--- src/hdl/spi_macros.svh ---
`ifndef SPI_MACROS_SVH
`define SPI_MACROS_SVH

// AHB bus widths
`define AHB_AWIDTH 32
`define AHB_DWIDTH 32

// entries per byte fifo as a power of two
`define SPI_FIFO_DEPTH 8

// register offsets in the low address nibble
`define SPI_REG_DATA 4'h0
`define SPI_REG_CTRL 4'h4

`endif

--- src/hdl/spi_pkg.sv ---
`default_nettype none

package spi_pkg;

    typedef enum logic [1:0] {
        HTRANS_IDLE   = 2'b00,
        HTRANS_BUSY   = 2'b01,
        HTRANS_NONSEQ = 2'b10,
        HTRANS_SEQ    = 2'b11
    } htrans_e;

    typedef enum logic [2:0] {
        HBURST_SINGLE = 3'b000,
        HBURST_INCR   = 3'b001,
        HBURST_WRAP4  = 3'b010,
        HBURST_INCR4  = 3'b011,
        HBURST_WRAP8  = 3'b100,
        HBURST_INCR8  = 3'b101,
        HBURST_WRAP16 = 3'b110,
        HBURST_INCR16 = 3'b111
    } hburst_e;

    // ctrl byte fields from msb down
    typedef struct packed {
        logic [2:0] div;  // half period = div+1 hclk
        logic [1:0] nss;
        logic       cpha;
        logic       cpol;
        logic       en;
    } spi_ctrl_t;

    typedef union packed {
        logic [7:0] raw;
        spi_ctrl_t  f;
    } spi_ctrl_u;

endpackage

`default_nettype wire

--- src/hdl/byte_fifo_if.sv ---
`timescale 1ns/1ps
`default_nettype none

interface byte_fifo_if #(
    parameter int DWIDTH = 8
);
    logic              wen;
    logic [DWIDTH-1:0] wdata;
    logic              ren;
    logic [DWIDTH-1:0] rdata;  // head entry valid in the same cycle as ren
    logic              full;
    logic              empty;

    modport producer (
        output wen,
        output wdata,
        input  full
    );

    modport consumer (
        output ren,
        input  rdata,
        input  empty
    );

    modport fifo (
        input  wen,
        input  wdata,
        input  ren,
        output rdata,
        output full,
        output empty
    );
endinterface

`default_nettype wire

--- src/hdl/ahb_spi.sv ---
`timescale 1ns/1ps
`default_nettype none
`include "spi_macros.svh"

module ahb_spi
    import spi_pkg::*;
(
    input  logic                   hclk,
    input  logic                   hresetn,

    input  logic                   hsel_i,
    input  logic                   hwrite_i,
    input  logic                   hready_i,
    input  logic [2:0]             hsize_i,
    input  logic [2:0]             hburst_i,
    input  logic [1:0]             htrans_i,
    input  logic [`AHB_AWIDTH-1:0] haddr_i,
    input  logic [`AHB_DWIDTH-1:0] hwdata_i,

    output logic                   hreadyout_o,
    output logic                   hresp_o,
    output logic [`AHB_DWIDTH-1:0] hrdata_o,

    input  logic                   spi_miso_i,
    output logic                   spi_clk_o,
    output logic                   spi_mosi_o,
    output logic [1:0]             spi_nss_o
);
    spi_ctrl_u ctrl;

    byte_fifo_if tx_q ();  // bus to engine
    byte_fifo_if rx_q ();  // engine to bus

    ahb_spi_regs u_regs (
        .hclk        (hclk),
        .hresetn     (hresetn),
        .hsel_i      (hsel_i),
        .hwrite_i    (hwrite_i),
        .hready_i    (hready_i),
        .hsize_i     (hsize_i),
        .hburst_i    (hburst_i),
        .htrans_i    (htrans_i),
        .haddr_i     (haddr_i),
        .hwdata_i    (hwdata_i),
        .hreadyout_o (hreadyout_o),
        .hresp_o     (hresp_o),
        .hrdata_o    (hrdata_o),
        .tx_q        (tx_q.producer),
        .rx_q        (rx_q.consumer),
        .ctrl_o      (ctrl)
    );

    sync_fifo #(.DEPTH(`SPI_FIFO_DEPTH), .DWIDTH(8)) u_tx_fifo (
        .hclk    (hclk),
        .hresetn (hresetn),
        .q       (tx_q.fifo)
    );

    sync_fifo #(.DEPTH(`SPI_FIFO_DEPTH), .DWIDTH(8)) u_rx_fifo (
        .hclk    (hclk),
        .hresetn (hresetn),
        .q       (rx_q.fifo)
    );

    spi_shift_engine u_engine (
        .hclk       (hclk),
        .hresetn    (hresetn),
        .ctrl_i     (ctrl),
        .tx_q       (tx_q.consumer),
        .rx_q       (rx_q.producer),
        .spi_miso_i (spi_miso_i),
        .spi_clk_o  (spi_clk_o),
        .spi_mosi_o (spi_mosi_o),
        .spi_nss_o  (spi_nss_o)
    );

endmodule

`default_nettype wire

--- src/hdl/ahb_spi_regs.sv ---
`timescale 1ns/1ps
`default_nettype none
`include "spi_macros.svh"

module ahb_spi_regs
    import spi_pkg::*;
(
    input  logic                   hclk,
    input  logic                   hresetn,

    input  logic                   hsel_i,
    input  logic                   hwrite_i,
    input  logic                   hready_i,
    input  logic [2:0]             hsize_i,
    input  logic [2:0]             hburst_i,
    input  logic [1:0]             htrans_i,
    input  logic [`AHB_AWIDTH-1:0] haddr_i,
    input  logic [`AHB_DWIDTH-1:0] hwdata_i,

    output logic                   hreadyout_o,
    output logic                   hresp_o,
    output logic [`AHB_DWIDTH-1:0] hrdata_o,

    byte_fifo_if.producer          tx_q,
    byte_fifo_if.consumer          rx_q,
    output spi_ctrl_u              ctrl_o
);
    typedef enum logic [1:0] {
        PREPARE,
        WAIT_READ,
        WAIT_WRITE
    } state_e;

    state_e    state;
    state_e    next_state;
    spi_ctrl_u ctrl;

    logic       sel_ok;
    logic       ph_valid;
    logic       ph_write;
    logic [3:0] ph_addr;

    logic data_rd;
    logic data_wr;
    logic ctrl_rd;
    logic ctrl_wr;

    // only single nonseq transfers up to word size
    assign sel_ok = hsel_i
                 && (htrans_e'(htrans_i) == HTRANS_NONSEQ)
                 && (hburst_e'(hburst_i) == HBURST_SINGLE)
                 && (hsize_i <= 3'b010);

    always_ff @(posedge hclk or negedge hresetn) begin
        if (!hresetn) begin
            ph_valid <= 1'b0;
            ph_write <= 1'b0;
            ph_addr  <= 4'h0;
        end else if (hready_i) begin
            ph_valid <= sel_ok;
            ph_write <= hwrite_i;
            ph_addr  <= haddr_i[3:0];
        end
    end

    assign data_rd = ph_valid && !ph_write && (ph_addr == `SPI_REG_DATA);
    assign data_wr = ph_valid &&  ph_write && (ph_addr == `SPI_REG_DATA);
    assign ctrl_rd = ph_valid && !ph_write && (ph_addr == `SPI_REG_CTRL);
    assign ctrl_wr = ph_valid &&  ph_write && (ph_addr == `SPI_REG_CTRL);

    always_ff @(posedge hclk or negedge hresetn) begin
        if (!hresetn) begin
            state <= PREPARE;
        end else begin
            state <= next_state;
        end
    end

    always_comb begin
        next_state = state;
        case (state)
            PREPARE: begin
                if (data_rd && rx_q.empty) begin
                    next_state = WAIT_READ;
                end else if (data_wr && tx_q.full) begin
                    next_state = WAIT_WRITE;
                end
            end
            WAIT_READ: begin
                if (!rx_q.empty) begin
                    next_state = PREPARE; // byte arrived
                end
            end
            WAIT_WRITE: begin
                if (!tx_q.full) begin
                    next_state = PREPARE;
                end
            end
            default: next_state = PREPARE;
        endcase
    end

    // data phase ends whenever we land back in PREPARE
    assign hreadyout_o = (next_state == PREPARE);
    assign hresp_o     = 1'b0;

    assign tx_q.wen   = data_wr && !tx_q.full && (state != WAIT_READ);
    assign tx_q.wdata = hwdata_i[7:0];
    assign rx_q.ren   = data_rd && !rx_q.empty && (state != WAIT_WRITE);

    always_ff @(posedge hclk or negedge hresetn) begin
        if (!hresetn) begin
            ctrl.raw <= 8'h00;
        end else if (ctrl_wr && (state == PREPARE)) begin
            ctrl.raw <= hwdata_i[7:0];
        end
    end

    assign ctrl_o = ctrl;

    always_comb begin
        hrdata_o = '0;
        if (data_rd && !rx_q.empty) begin
            hrdata_o[7:0] = rx_q.rdata;
        end else if (ctrl_rd) begin
            hrdata_o[7:0] = ctrl.raw;
        end
    end

endmodule

`default_nettype wire

--- src/hdl/spi_shift_engine.sv ---
`timescale 1ns/1ps
`default_nettype none

module spi_shift_engine
    import spi_pkg::*;
(
    input  logic          hclk,
    input  logic          hresetn,
    input  spi_ctrl_u     ctrl_i,

    byte_fifo_if.consumer tx_q,
    byte_fifo_if.producer rx_q,

    input  logic          spi_miso_i,
    output logic          spi_clk_o,
    output logic          spi_mosi_o,
    output logic [1:0]    spi_nss_o
);
    spi_ctrl_t  cfg;

    logic       busy;
    logic       done_r;   // rx byte push cycle after the frame
    logic       start;
    logic       tick;     // one spi clock edge
    logic       last;
    logic       shift_edge;
    logic       clk_ph;
    logic       mosi_r;
    logic [2:0] div_cnt;
    logic [3:0] half_cnt;
    logic [7:0] tx_sh;
    logic [7:0] rx_sh;

    assign cfg = ctrl_i.f;

    // done_r blocks the pop so frames are two idle cycles apart
    assign start = cfg.en && !busy && !done_r && !tx_q.empty;
    assign tick  = busy && (div_cnt >= cfg.div);
    assign last  = (half_cnt == 4'd15);

    // edge number is half_cnt+1
    assign shift_edge = cfg.cpha ? !half_cnt[0] : half_cnt[0];

    always_ff @(posedge hclk or negedge hresetn) begin
        if (!hresetn) begin
            busy     <= 1'b0;
            done_r   <= 1'b0;
            div_cnt  <= 3'd0;
            half_cnt <= 4'd0;
            clk_ph   <= 1'b0;
        end else begin
            done_r <= tick && last;
            if (start) begin
                busy <= 1'b1;
            end else if (tick && last) begin
                busy <= 1'b0;
            end

            if (!busy || tick) begin
                div_cnt <= 3'd0;
            end else begin
                div_cnt <= div_cnt + 3'd1;
            end

            if (start) begin
                half_cnt <= 4'd0;
            end else if (tick) begin
                half_cnt <= half_cnt + 4'd1;
            end

            if (!busy) begin
                clk_ph <= 1'b0;
            end else if (tick) begin
                clk_ph <= !clk_ph; // 16 toggles bring it home
            end
        end
    end

    always_ff @(posedge hclk or negedge hresetn) begin
        if (!hresetn) begin
            tx_sh  <= 8'h00;
            mosi_r <= 1'b0;
        end else if (start) begin
            tx_sh <= tx_q.rdata;
        end else if (tick && shift_edge) begin
            mosi_r <= tx_sh[7];  // cpha 1 drives on the shift edge
            tx_sh  <= {tx_sh[6:0], 1'b0};
        end
    end

    always_ff @(posedge hclk) begin
        if (tick && !shift_edge) begin
            rx_sh <= {rx_sh[6:0], spi_miso_i};
        end
    end

    assign tx_q.ren   = start;
    assign rx_q.wen   = done_r && !rx_q.full; // dropped when full
    assign rx_q.wdata = rx_sh;

    assign spi_clk_o  = cfg.cpol ^ clk_ph;
    assign spi_mosi_o = cfg.cpha ? mosi_r : tx_sh[7];
    assign spi_nss_o  = cfg.en ? cfg.nss : 2'b11;

endmodule

`default_nettype wire

--- src/hdl/sync_fifo.sv ---
`timescale 1ns/1ps
`default_nettype none

module sync_fifo #(
    parameter int DEPTH  = 8,
    parameter int DWIDTH = 8
)(
    input  logic       hclk,
    input  logic       hresetn,
    byte_fifo_if.fifo  q
);
    localparam int AW = $clog2(DEPTH);

    logic [DWIDTH-1:0] mem [DEPTH];
    logic [AW:0]       wptr;
    logic [AW:0]       rptr;
    logic              push;
    logic              pop;

    assign push = q.wen && !q.full;
    assign pop  = q.ren && !q.empty;

    // extra msb tells a full buffer from an empty one
    assign q.empty = (wptr == rptr);
    assign q.full  = (wptr[AW] != rptr[AW]) && (wptr[AW-1:0] == rptr[AW-1:0]);
    assign q.rdata = mem[rptr[AW-1:0]];

    always_ff @(posedge hclk or negedge hresetn) begin
        if (!hresetn) begin
            wptr <= '0;
            rptr <= '0;
        end else begin
            if (push) begin
                wptr <= wptr + 1'b1;
            end
            if (pop) begin
                rptr <= rptr + 1'b1;
            end
        end
    end

    always_ff @(posedge hclk) begin
        if (push) begin
            mem[wptr[AW-1:0]] <= q.wdata;
        end
    end

endmodule

`default_nettype wire

--- config.mk ---
export PLATFORM = sky130hd
export DESIGN_NAME = ahb_spi
export DESIGN_NICKNAME = d
export VERILOG_FILES = /design/src/hdl/spi_pkg.sv /design/src/hdl/byte_fifo_if.sv /design/src/hdl/ahb_spi.sv /design/src/hdl/ahb_spi_regs.sv /design/src/hdl/spi_shift_engine.sv /design/src/hdl/sync_fifo.sv
export VERILOG_INCLUDE_DIRS = /design/src /design/src/hdl
export SDC_FILE = /design/constraint.sdc
export NUM_CORES = 1
export LEC_CHECK = 0
export ABC_AREA = 1
export BUFFER_PORTS_ARGS = -buffer_cell sky130_fd_sc_hd__buf_4
export CAP_MARGIN = 20
export CORE_AREA = 2 2 127 129
export CTS_CLUSTER_DIAMETER = 30
export CTS_CLUSTER_SIZE = 25
export DETAILED_ROUTE_END_ITERATION = 6
export DIE_AREA = 0 0 129 131
export PLACE_DENSITY = 0.87
export SLEW_MARGIN = 20
export SYNTH_ARGS = -nofsm -noshare
export SYNTH_HDL_FRONTEND = slang
export SYNTH_HIERARCHICAL = 1
export SYNTH_SLANG_ARGS = --single-unit
--- constraint.sdc ---
create_clock -name hclk -period 4.4 [get_ports hclk]
set_input_delay 0.88 -clock hclk [delete_from_list [all_inputs] [get_ports hclk]]
set_output_delay 0.88 -clock hclk [all_outputs]
set_load 0.01 [all_outputs]
# Word-level counts from Yosys, hierarchy flattened
# Memory sizes are Yosys's and may differ from the RTL's.
# Cells that the tools add are included.
# totals
regBits,59
ramBits,128
n_memories,2
# mem_list
name,words,word_bits,read_ports,rd_ports_with_merged_regs,write_ports,line_no,source
u_rx_fifo.mem,8,8,1,0,1,sync_fifo.sv:14,logic [DWIDTH-1:0] mem [DEPTH];
u_tx_fifo.mem,8,8,1,0,1,sync_fifo.sv:14,
# classes
add_sub_neg,6
magnitude_cmp,2
n_eq_ne,14
n_mux,23
bitwise_logic,2
reduce_logical,49
# op_table
cell,count
two-way mux 8 bit,4
logical AND 1 bit,30
adder 4 x 1 -> 4 bit (second input constant),5
zero test 1 bit,10
two-way mux 1 bit,10
two-way mux 2 bit,5
== test 4 bit,2
two-way mux 4 bit,2
== test 3 bit,2
case mux 2 bit (3 select lines),1
nonzero test 2 bit,3
== test 2 bit (second input constant),2
== test 4 x 3 -> 1 bit (second input constant),1
== test 4 bit (second input constant),1
zero test 2 bit,2
zero test 4 bit,1
inequality test 2 bit (second input constant),2
adder 3 x 1 -> 3 bit (second input constant),1
>= comparator 3 bit,1
less-or-equal comparator 3 x 2 -> 1 bit (second input constant),1
zero test 3 bit,1
two-way mux 3 bit,1
== test 2 x 1 -> 1 bit (second input constant),1
inequality test 1 bit,2
other kinds (5),5

# Logic depth before layout (Yosys ltp)
# Gate-level depths: netlist of the first run.
# logic_depth
word_depth,8
ltp_mapped,14

# Cells and area by module
# The synthesis of the first run kept the hierarchy.
# modules_own_cells
mod,n_inst,cells_per_inst,area_per_inst_um2
sync_fifo at u_tx_fifo,1,269,3056.7
sync_fifo at u_rx_fifo,1,269,3044.2
spi_shift_engine,1,140,1297.5
ahb_spi_regs,1,153,1134.8

# Worst setup path before layout of the first run
# OpenSTA, ideal clock, no wires.
# synth_path
kind,flip-flop to flip-flop
startpoint,register u_tx_fifo.rptr[0]
endpoint,memory u_tx_fifo.mem[4][0] (enable)
setup_ps,370
arrival_time_ps,2000
required_ps,4030
setup_slack_ps,2029
path_stages_with_launch,9
period_less_slack_ps,2371
path_cell_list,dfrtp_1 > buf_4 > nand2_1 > nand2_2 > nand4_4 > inv_1 > nor3_1 > nand3_2 > nor2_1
# synth_between
elab_chain_cells,8
# synth_rtl
element,line_no,source
"start, declared",sync_fifo.sv:16,logic [AW:0] rptr;
"start signal, assigned",sync_fifo.sv:37,rptr <= rptr + 1'b1;
== test 3 bit,sync_fifo.sv:25,assign q.full = (wptr[AW] != rptr[AW]) && (wptr[AW-1:0] == rptr[AW-1:0]);
logical AND 1 bit,sync_fifo.sv:25,
net tx_q.full,byte_fifo_if.sv:11,logic full;
zero test 1 bit,-,
logical AND 1 bit (2 in series),ahb_spi_regs.sv:107,assign tx_q.wen = data_wr && !tx_q.full && (state != WAIT_READ);
net tx_q.wen,byte_fifo_if.sv:7,logic wen;
logical AND 1 bit,sync_fifo.sv:20,assign push = q.wen && !q.full;
two-way mux 1 bit,sync_fifo.sv:43,if (push) begin
two-way mux 1 bit (implied by the code),sync_fifo.sv:44,mem[wptr[AW-1:0]] <= q.wdata;
"end, declared",sync_fifo.sv:14,
# The timed path passes the listed nets, and every way through them passes these cells.

# Final worst setup path of the first run
# layout_path
startpoint,register u_tx_fifo.rptr[1]
endpoint,output hreadyout_o
# layout_between
elab_chain_cells,7
elab_cells_between_ends,8
cone_classes,eq/ne (1); mux (4); reduce/logical (3)
# layout_rtl
element,line_no,source
== test 3 bit (*),sync_fifo.sv:25,
logical AND 1 bit (*),sync_fifo.sv:25,
net tx_q.full,byte_fifo_if.sv:11,
logical AND 1 bit,ahb_spi_regs.sv:85,end else if (data_wr && tx_q.full) begin
two-way mux 2 bit,ahb_spi_regs.sv:85,
two-way mux 2 bit,ahb_spi_regs.sv:83,if (data_rd && rx_q.empty) begin
case mux 2 bit (3 select lines) (*),ahb_spi_regs.sv:81,case (state)
zero test 2 bit (*),ahb_spi_regs.sv:104,assign hreadyout_o = (next_state == PREPARE);
"end, declared",ahb_spi.sv:20,"output logic hreadyout_o,"
# Mark *: on every way through the listed nets, which the timed path passes. The rest lies on a longest branch.

==> results.sh, run 1 <==
export IMPL_status="complete, no violations"
export IMPL_final_common_cell="nand2_1"
export IMPL_critical_path_arrival_ps=2590
export IMPL_post_cts_repair_setup_buffers=0
export IMPL_antenna_found_initial=0
export IMPL_r2r_end="u_rx_fifo/mem[2][5]"
export IMPL_chipWidth_um=129
export IMPL_yosysTopAreaCellShare_pct=47.86
export IMPL_leakage_nw=3.918
export IMPL_slowest_delay_ps=780
export IMPL_setup_tns_ps=0
export IMPL_ys_warn_count=6
export IMPL_vias_per_cell=5.418
export IMPL_io_buffer_count=38
export IMPL_r2r_start="u_rx_fifo/rptr[0]"
export IMPL_dr_first_iter_drc_count=513
export IMPL_insertion_delay_ps=440
export IMPL_ctsLongestPathBuffers=2
export IMPL_ys_seq_elements=187
export IMPL_grt_pass1_vias=5661
export IMPL_grt_overflow=0
export IMPL_slowest_stage="dfrtp_1"
export IMPL_yosysUniqueCellTypes=35
export IMPL_setup_viol=0
export IMPL_worstSetupPathType="flip-flop to primary output"
export IMPL_synth_avg_cell_area_um2=10.27
export IMPL_report_final_slew_viol_count=0
export IMPL_hold_start="u_engine/div_cnt[0]"
export IMPL_max_freq_mhz=288.4
export IMPL_clockRootBuffer="clkbuf_16"
export IMPL_cp_end_kind="primary output"
export IMPL_fin_nets=940
export IMPL_ff2ff_path_depth=9
export IMPL_cellPowerDensity_nw_per_um2=432.8
export IMPL_grt_max_degree=52
export IMPL_detail_route_antenna_nets=0
export IMPL_grt_pass1_wl_um=28190
export IMPL_drt_pass1_iter_count=6
export IMPL_path_max_fanout=21
export IMPL_yosysTopAreaCell="edfxtp_1"
export IMPL_rows=46
export IMPL_htreeDepth=4
export IMPL_gp_congestion=0.8405
export IMPL_netlist_area_um2=8533
export IMPL_fin_crit_sh_pct=78.80
export IMPL_antenna_cells=0
export IMPL_worst_pin_slew_ps=965.2
export IMPL_syn2layout_area_growth_pct=10.03
export IMPL_hold_viol=0
export IMPL_synth_area_top_cells="edfxtp_1 (48%), dfrtp_1 (15%), nand2_1 (9.6%), nor2_1 (4.3%), o21ai_0 (4.0%)"
export IMPL_holdPathStages=1
export IMPL_seq_area_frac_synth_pct=62.82
export IMPL_die_area_um2=16900
export IMPL_hold_ws_ps=467.8
export IMPL_peakVddDrop_mv=0.3045
export IMPL_cts_tree="built"
export IMPL_io_pins=116
export IMPL_die_h_um=131
export IMPL_syn_inst=831
export IMPL_post_drt_wl_per_cell_um=16.33
export IMPL_drc=0
export IMPL_vias=5862
export IMPL_crit_required_ps=3520
export IMPL_fin_worst_skew_ps=10.93
export IMPL_hp_class="flip-flop to flip-flop"
export IMPL_drive_gt1_share_pct=13.51
export IMPL_maxCapViolations=0
export IMPL_slew_headroom_pct=35.42
export IMPL_final_cell_mix="nand2_1 (219), edfxtp_1 (136), nor2_1 (97)"
export IMPL_fin_crit_ps=3467
export IMPL_cts_resized=0
export IMPL_drt_wl_total_um=17670
export IMPL_ff2ff_setup_slack_ps=1230
export IMPL_start_util_pct=54.71
export IMPL_core_area_um2=15600
export IMPL_min_to="u_engine/div_cnt[0]"
export IMPL_clkTransAtPathRegs_ps=70
export IMPL_grtUsageTotal_pct=22.13
export IMPL_place_hpwl_um=11040
export IMPL_rsz0062_at_grt="false"
export IMPL_worst_setup_path_start_kind="flip-flop"
export IMPL_cts_made_buffers=17
export IMPL_cts_hold_buffers=0
export IMPL_cp_cell_sequence="inv_1 > nand2_1 > nand2_2 > inv_2 > nand4_4 > inv_1 > nand2_1 > nand2_1 > inv_1 > buf_4"
export IMPL_clkSinkCount=187
-- synth_stat cells (all sizes together) --
library cell  instances
clkinv                1
nand2               232
buf                  56
mux2                  1
ha                    9
nand4                 5
conb                  1
inv                  48
nor2                101
xor2                 10
nor3b                 1
dfrtp                51
nand3                57
edfxtp              136
o22ai                32
a21oi                 6
clkbuf                7
xnor2                 1
nor3                  3
o21ai                73
-- registers in the layout, indices dropped and copies added, names as in the netlist, 3 cells and up --
name,cells
u_engine/rx_q.wdata,8
u_tx_fifo/rptr,4
u_rx_fifo/rptr,4
u_engine/tx_sh,8
u_regs/ctrl_o,8
u_rx_fifo/mem,64
u_rx_fifo/wptr,4
u_regs/ph_addr,4
u_tx_fifo/mem,64
u_tx_fifo/wptr,4
u_engine/div_cnt,3
u_engine/half_cnt,4
-- final cells by class --
class	instances	area, µm²
fill	1184	6208
sequential	187	5360
multi-input combinational	556	2655
clock buffer	20	436.7
timing repair buffer	42	315.3
tap	216	270.3
inverter	49	187.7
clock inverter	12	163.9
-- critical path: cells and delay by family, from the launching register on --
kind,cells,cell delay (ps)
simple gates,5,560
buf+inv,5,820
flops,1,780
-- worst max path at each step --
stage / from / to
global route: u_tx_fifo/rptr[1] / hreadyout_o
detailed placement: u_tx_fifo/rptr[1] / u_tx_fifo/mem[3][3]
floorplan: u_tx_fifo/rptr[0] / u_tx_fifo/mem[4][0]
global placement: u_tx_fifo/rptr[1] / u_tx_fifo/mem[3][3]
CTS: u_tx_fifo/rptr[1] / hreadyout_o
finish: u_tx_fifo/rptr[1] / hreadyout_o
-- stage by stage --
step	util (%)	worst slack (ps)	cell area, µm²	cells	power, mW
6_report	60.20	932.6	9389	1082	4.064
5_1_grt	60.20	729.6	9389	1082	4.225
4_1_cts	60.20	903.7	9389	1082	4.083
3_5_place_dp	56.35	1224	8788	1050	2.517
3_3_place_gp	56.35	1345	8788	1050	2.499
2_1_floorplan	-	2029	8623	855	2.425
-- per-layer routing --
metal,GRT usage [%],vias to the layer above,part of all wire [%]
met5,0,-,0
met4,12.34,0,4.2
met3,4.845,50,5.1
met2,38.19,172,52
met1,25.92,2846,39
li1,-,2794,-
-- where the power goes --
part	switching (mW)	internal, mW
Combinational	0.307	0.155
Sequential	0.0785	1.95
Clock	0.667	0.905
Total	1.05	3.01
-- cells by family after synthesis --
logic type / Yosys count / share of synthesized area (%)
AND/OR/NAND/NOR: 399 / 20.28
flip-flops: 187 / 62.82
buffers and inverters: 112 / 7.126
AO/OA/AOI/OAI: 111 / 7.155
XOR/XNOR: 11 / 1.129
adder cells (fa/ha/maj): 9 / 1.320
other: 1 / 0.04395
multiplexers: 1 / 0.1320
Power figures use the tool's default switching activity.
==> run 2: changes to the inputs <==
- ABC_AREA: 1 -> 0
- CORE_AREA: 2 2 127 129 -> 2 2 132 134
- DIE_AREA: 0 0 129 131 -> 0 0 134 136
- PLACE_DENSITY: 0.87 -> 0.85
- clock period: 4.4 -> 3 ns (I/O delays scaled with it)
==> results.sh, run 2 <==
export IMPL_cp_endpoint="hrdata_o[6]"
export IMPL_grt_pass1_vias=4820
export IMPL_cts_hold_buffers=0
export IMPL_detail_route_antenna_nets=0
export IMPL_netlist_area_um2=8596
export IMPL_final_cell_mix="edfxtp_1 (136), buf_4 (79), dfrtp_1 (49)"
export IMPL_maxCapViolations=0
export IMPL_synth_avg_cell_area_um2=17.02
export IMPL_status="complete, no violations"
export IMPL_path_max_fanout=8
export IMPL_worst_pin_slew_ps=846.5
export IMPL_place_hpwl_um=11330
export IMPL_report_final_slew_viol_count=0
export IMPL_yosysTopAreaCellShare_pct=47.51
export IMPL_worst_setup_path_start_kind="flip-flop"
export IMPL_grt_pass1_wl_um=26790
export IMPL_hold_viol=0
export IMPL_peakVddDrop_mv=0.5420
export IMPL_ys_seq_elements=187
export IMPL_synth_fa_ha_area_share_pct=1.310
export IMPL_worstSetupPathType="flip-flop to primary output"
export IMPL_chipWidth_um=134
export IMPL_synth_xor_area_share_pct=3.028
export IMPL_synth_area_top_cells="edfxtp_1 (48%), dfrtp_1 (15%), mux4_1 (5.5%), mux2_4 (4.2%), mux4_2 (3.7%)"
export IMPL_synth_simple_gate_area_share_pct=7.278
export IMPL_leakage_nw=3.663
export IMPL_ys_async_sr_fraction_pct=27.27
export IMPL_die_area_um2=18220
export IMPL_antenna_found_initial=1
export IMPL_use_met1_pct=23.67
export IMPL_htreeDepth=4
export IMPL_setup_viol=0
export IMPL_setup_ws_ps=1.805
export IMPL_critical_path_arrival_ps=2400
export IMPL_synth_common_cells="edfxtp_1 (136), dfrtp_1 (51), buf_4 (34), mux2_4 (24), nor2_1 (23)"
export IMPL_io_buffer_count=38
export IMPL_hp_class="input pin to async pin"
export IMPL_io_pins=116
export IMPL_vias=4744
export IMPL_muxShareOfSynthArea_pct=15.04
export IMPL_yosysUniqueCellTypes=64
export IMPL_max_freq_mhz=333.5
export IMPL_cp_depth=7
export IMPL_fin_crit_ps=2998
export IMPL_clockRootBuffer="clkbuf_16"
export IMPL_die_h_um=136
export IMPL_ys_warn_count=6
export IMPL_slowest_stage="mux4_2"
export IMPL_r2r_start="u_tx_fifo/rptr[3]"
export IMPL_clkSinkCount=187
export IMPL_r2r_end="u_tx_fifo/mem[6][0]"
export IMPL_seq_area_frac_synth_pct=62.36
export IMPL_fin_worst_skew_ps=7.747
export IMPL_fin_crit_sh_pct=99.94
export IMPL_grtUsageTotal_pct=20.14
export IMPL_rows=48
export IMPL_synthMostInstantiatedCell="edfxtp_1"
export IMPL_cp_end_kind="primary output"
export IMPL_core_area_um2=16880
export IMPL_slowest_delay_ps=490
export IMPL_syn2layout_area_growth_pct=14.31
export IMPL_start_util_pct=50.93
export IMPL_cts_made_buffers=17
export IMPL_post_place_ws_ps=179.0
export IMPL_cts_tree="built"
export IMPL_post_drt_wl_per_cell_um=21.86
export IMPL_path_buf_inv=3
export IMPL_ctsLongestPathBuffers=2
export IMPL_ys_flop_type="edfxtp_1"
export IMPL_grt_max_degree=52
export IMPL_yosysTopAreaCell="edfxtp_1"
export IMPL_drive_gt1_share_pct=34.01
export IMPL_fin_nets=662
export IMPL_syn_inst=505
export IMPL_insertion_delay_ps=440
export IMPL_cpLargestDelayFamily="multiplexers"
export IMPL_fin_total_pwr_mw=6.139
export IMPL_drc=0
export IMPL_drt_pass1_iter_count=4
export IMPL_grt_overflow=0
export IMPL_cp_cell_sequence="buf_4 > clkbuf_16 > mux4_2 > mux2_4 > a22oi_1 > nor2_1 > buf_4"
export IMPL_gp_congestion=0.8316
export IMPL_final_common_cell="edfxtp_1"
export IMPL_ff2ff_setup_slack_ps=210
export IMPL_dr_first_iter_drc_count=340
export IMPL_grtUsageMet2_pct=35.47
export IMPL_synth_edf_count=136
export IMPL_antenna_cells=0
export IMPL_crit_required_ps=2400
export IMPL_grt_util_met3_pct=5.034
export IMPL_cellPowerDensity_nw_per_um2=624.8
export IMPL_clkTransAtPathRegs_ps=60
export IMPL_vias_per_cell=5.835
export IMPL_rsz0062_at_grt="true"
export IMPL_cpMostUsedCell="buf_4"
export IMPL_ff2ff_path_depth=9
export IMPL_slew_headroom_pct=43.05
export IMPL_drt_wl_total_um=17770
export IMPL_grt_busiest_layer="met2"
export IMPL_synth_compound_area_share_pct=5.415
export IMPL_synth_top_family_by_area="multiplexers"
export IMPL_worstSetupStartpoint="u_rx_fifo/rptr[0]"
==> run 2: logic make-up (layout without fill, tap and decap cells) <==
family	count (synthesis)	count (layout)
adders and majority gates	9	9
and+or+nand+nor	104	104
buffers and inverters	66	125
AOI/OAI and AO/OA	47	47
xor gates and xnor gates	22	22
other	1	25
DFF	187	187
muxes	69	69
==> run 2: report_power, final <==
| part | switching (mW) | internal, mW |
|---|---|---|
| sequential | 0.185 | 2.99 |
| combinational | 0.456 | 0.424 |
| clock | 0.947 | 1.14 |
| total | 1.59 | 4.55 |
==> run 2: repair_timing <==
| action | 4_1_cts | 5_1_grt |
|---|---|---|
| gates cloned | 0 | 1 |
| resized for setup | 14 | 13 |
| endpoints found under the hold margin | 0 | 0 |
| buffers inserted | 3 | 6 |
| pin swaps | 5 | 5 |
| endpoints found under the setup margin | 9 | 9 |
==> run 2: layer usage <==
layer / part of all wire [%] / up-vias
met5: 0 / -
met4: 2.6 / 0
met3: 6.2 / 39
met2: 53 / 188
met1: 39 / 2454
li1: - / 2063
==> run 2: worst min path at each step <==
stage / from / end / slack, ps / depth (start not counted)
2_1_floorplan: hresetn / u_engine/busy / 300 / 0
3_3_place_gp: u_engine/div_cnt[0] / u_engine/div_cnt[0] / 450 / 1
3_5_place_dp: u_engine/div_cnt[0] / u_engine/div_cnt[0] / 460 / 1
4_1_cts: hresetn / u_engine/tx_sh[6] / 220 / 1
5_1_grt: hresetn / u_engine/tx_sh[5] / 250 / 1
6_report: hresetn / u_tx_fifo/wptr[3] / 210 / 1
==> run 2: area by class of cell <==
type / instances / area [µm²]
clock inverter: 11 / 97.59
sequential: 187 / 5363
timing repair buffer: 82 / 649.4
tap: 225 / 281.5
fill: 1204 / 7051
multi-input combinational: 276 / 2940
inverter: 11 / 53.80
clock buffer: 21 / 440.4
==> run 2: per-stage QoR <==
| stage | setup TNS (ps) | util [%] | hold WS, ps | cell area [µm²] | std cells |
|---|---|---|---|---|---|
| after floorplan | 0 | - | 304.4 | 8686 | 529 |
| after global placement | 0 | 53.88 | 446.7 | 9094 | 772 |
| after detailed placement | 0 | 53.88 | 457.0 | 9094 | 772 |
| after CTS | -3.835 | 57.53 | 223.1 | 9708 | 807 |
| after global routing | -113.1 | 58.22 | 249.6 | 9826 | 813 |
| final | 0 | 58.22 | 208.6 | 9826 | 813 |
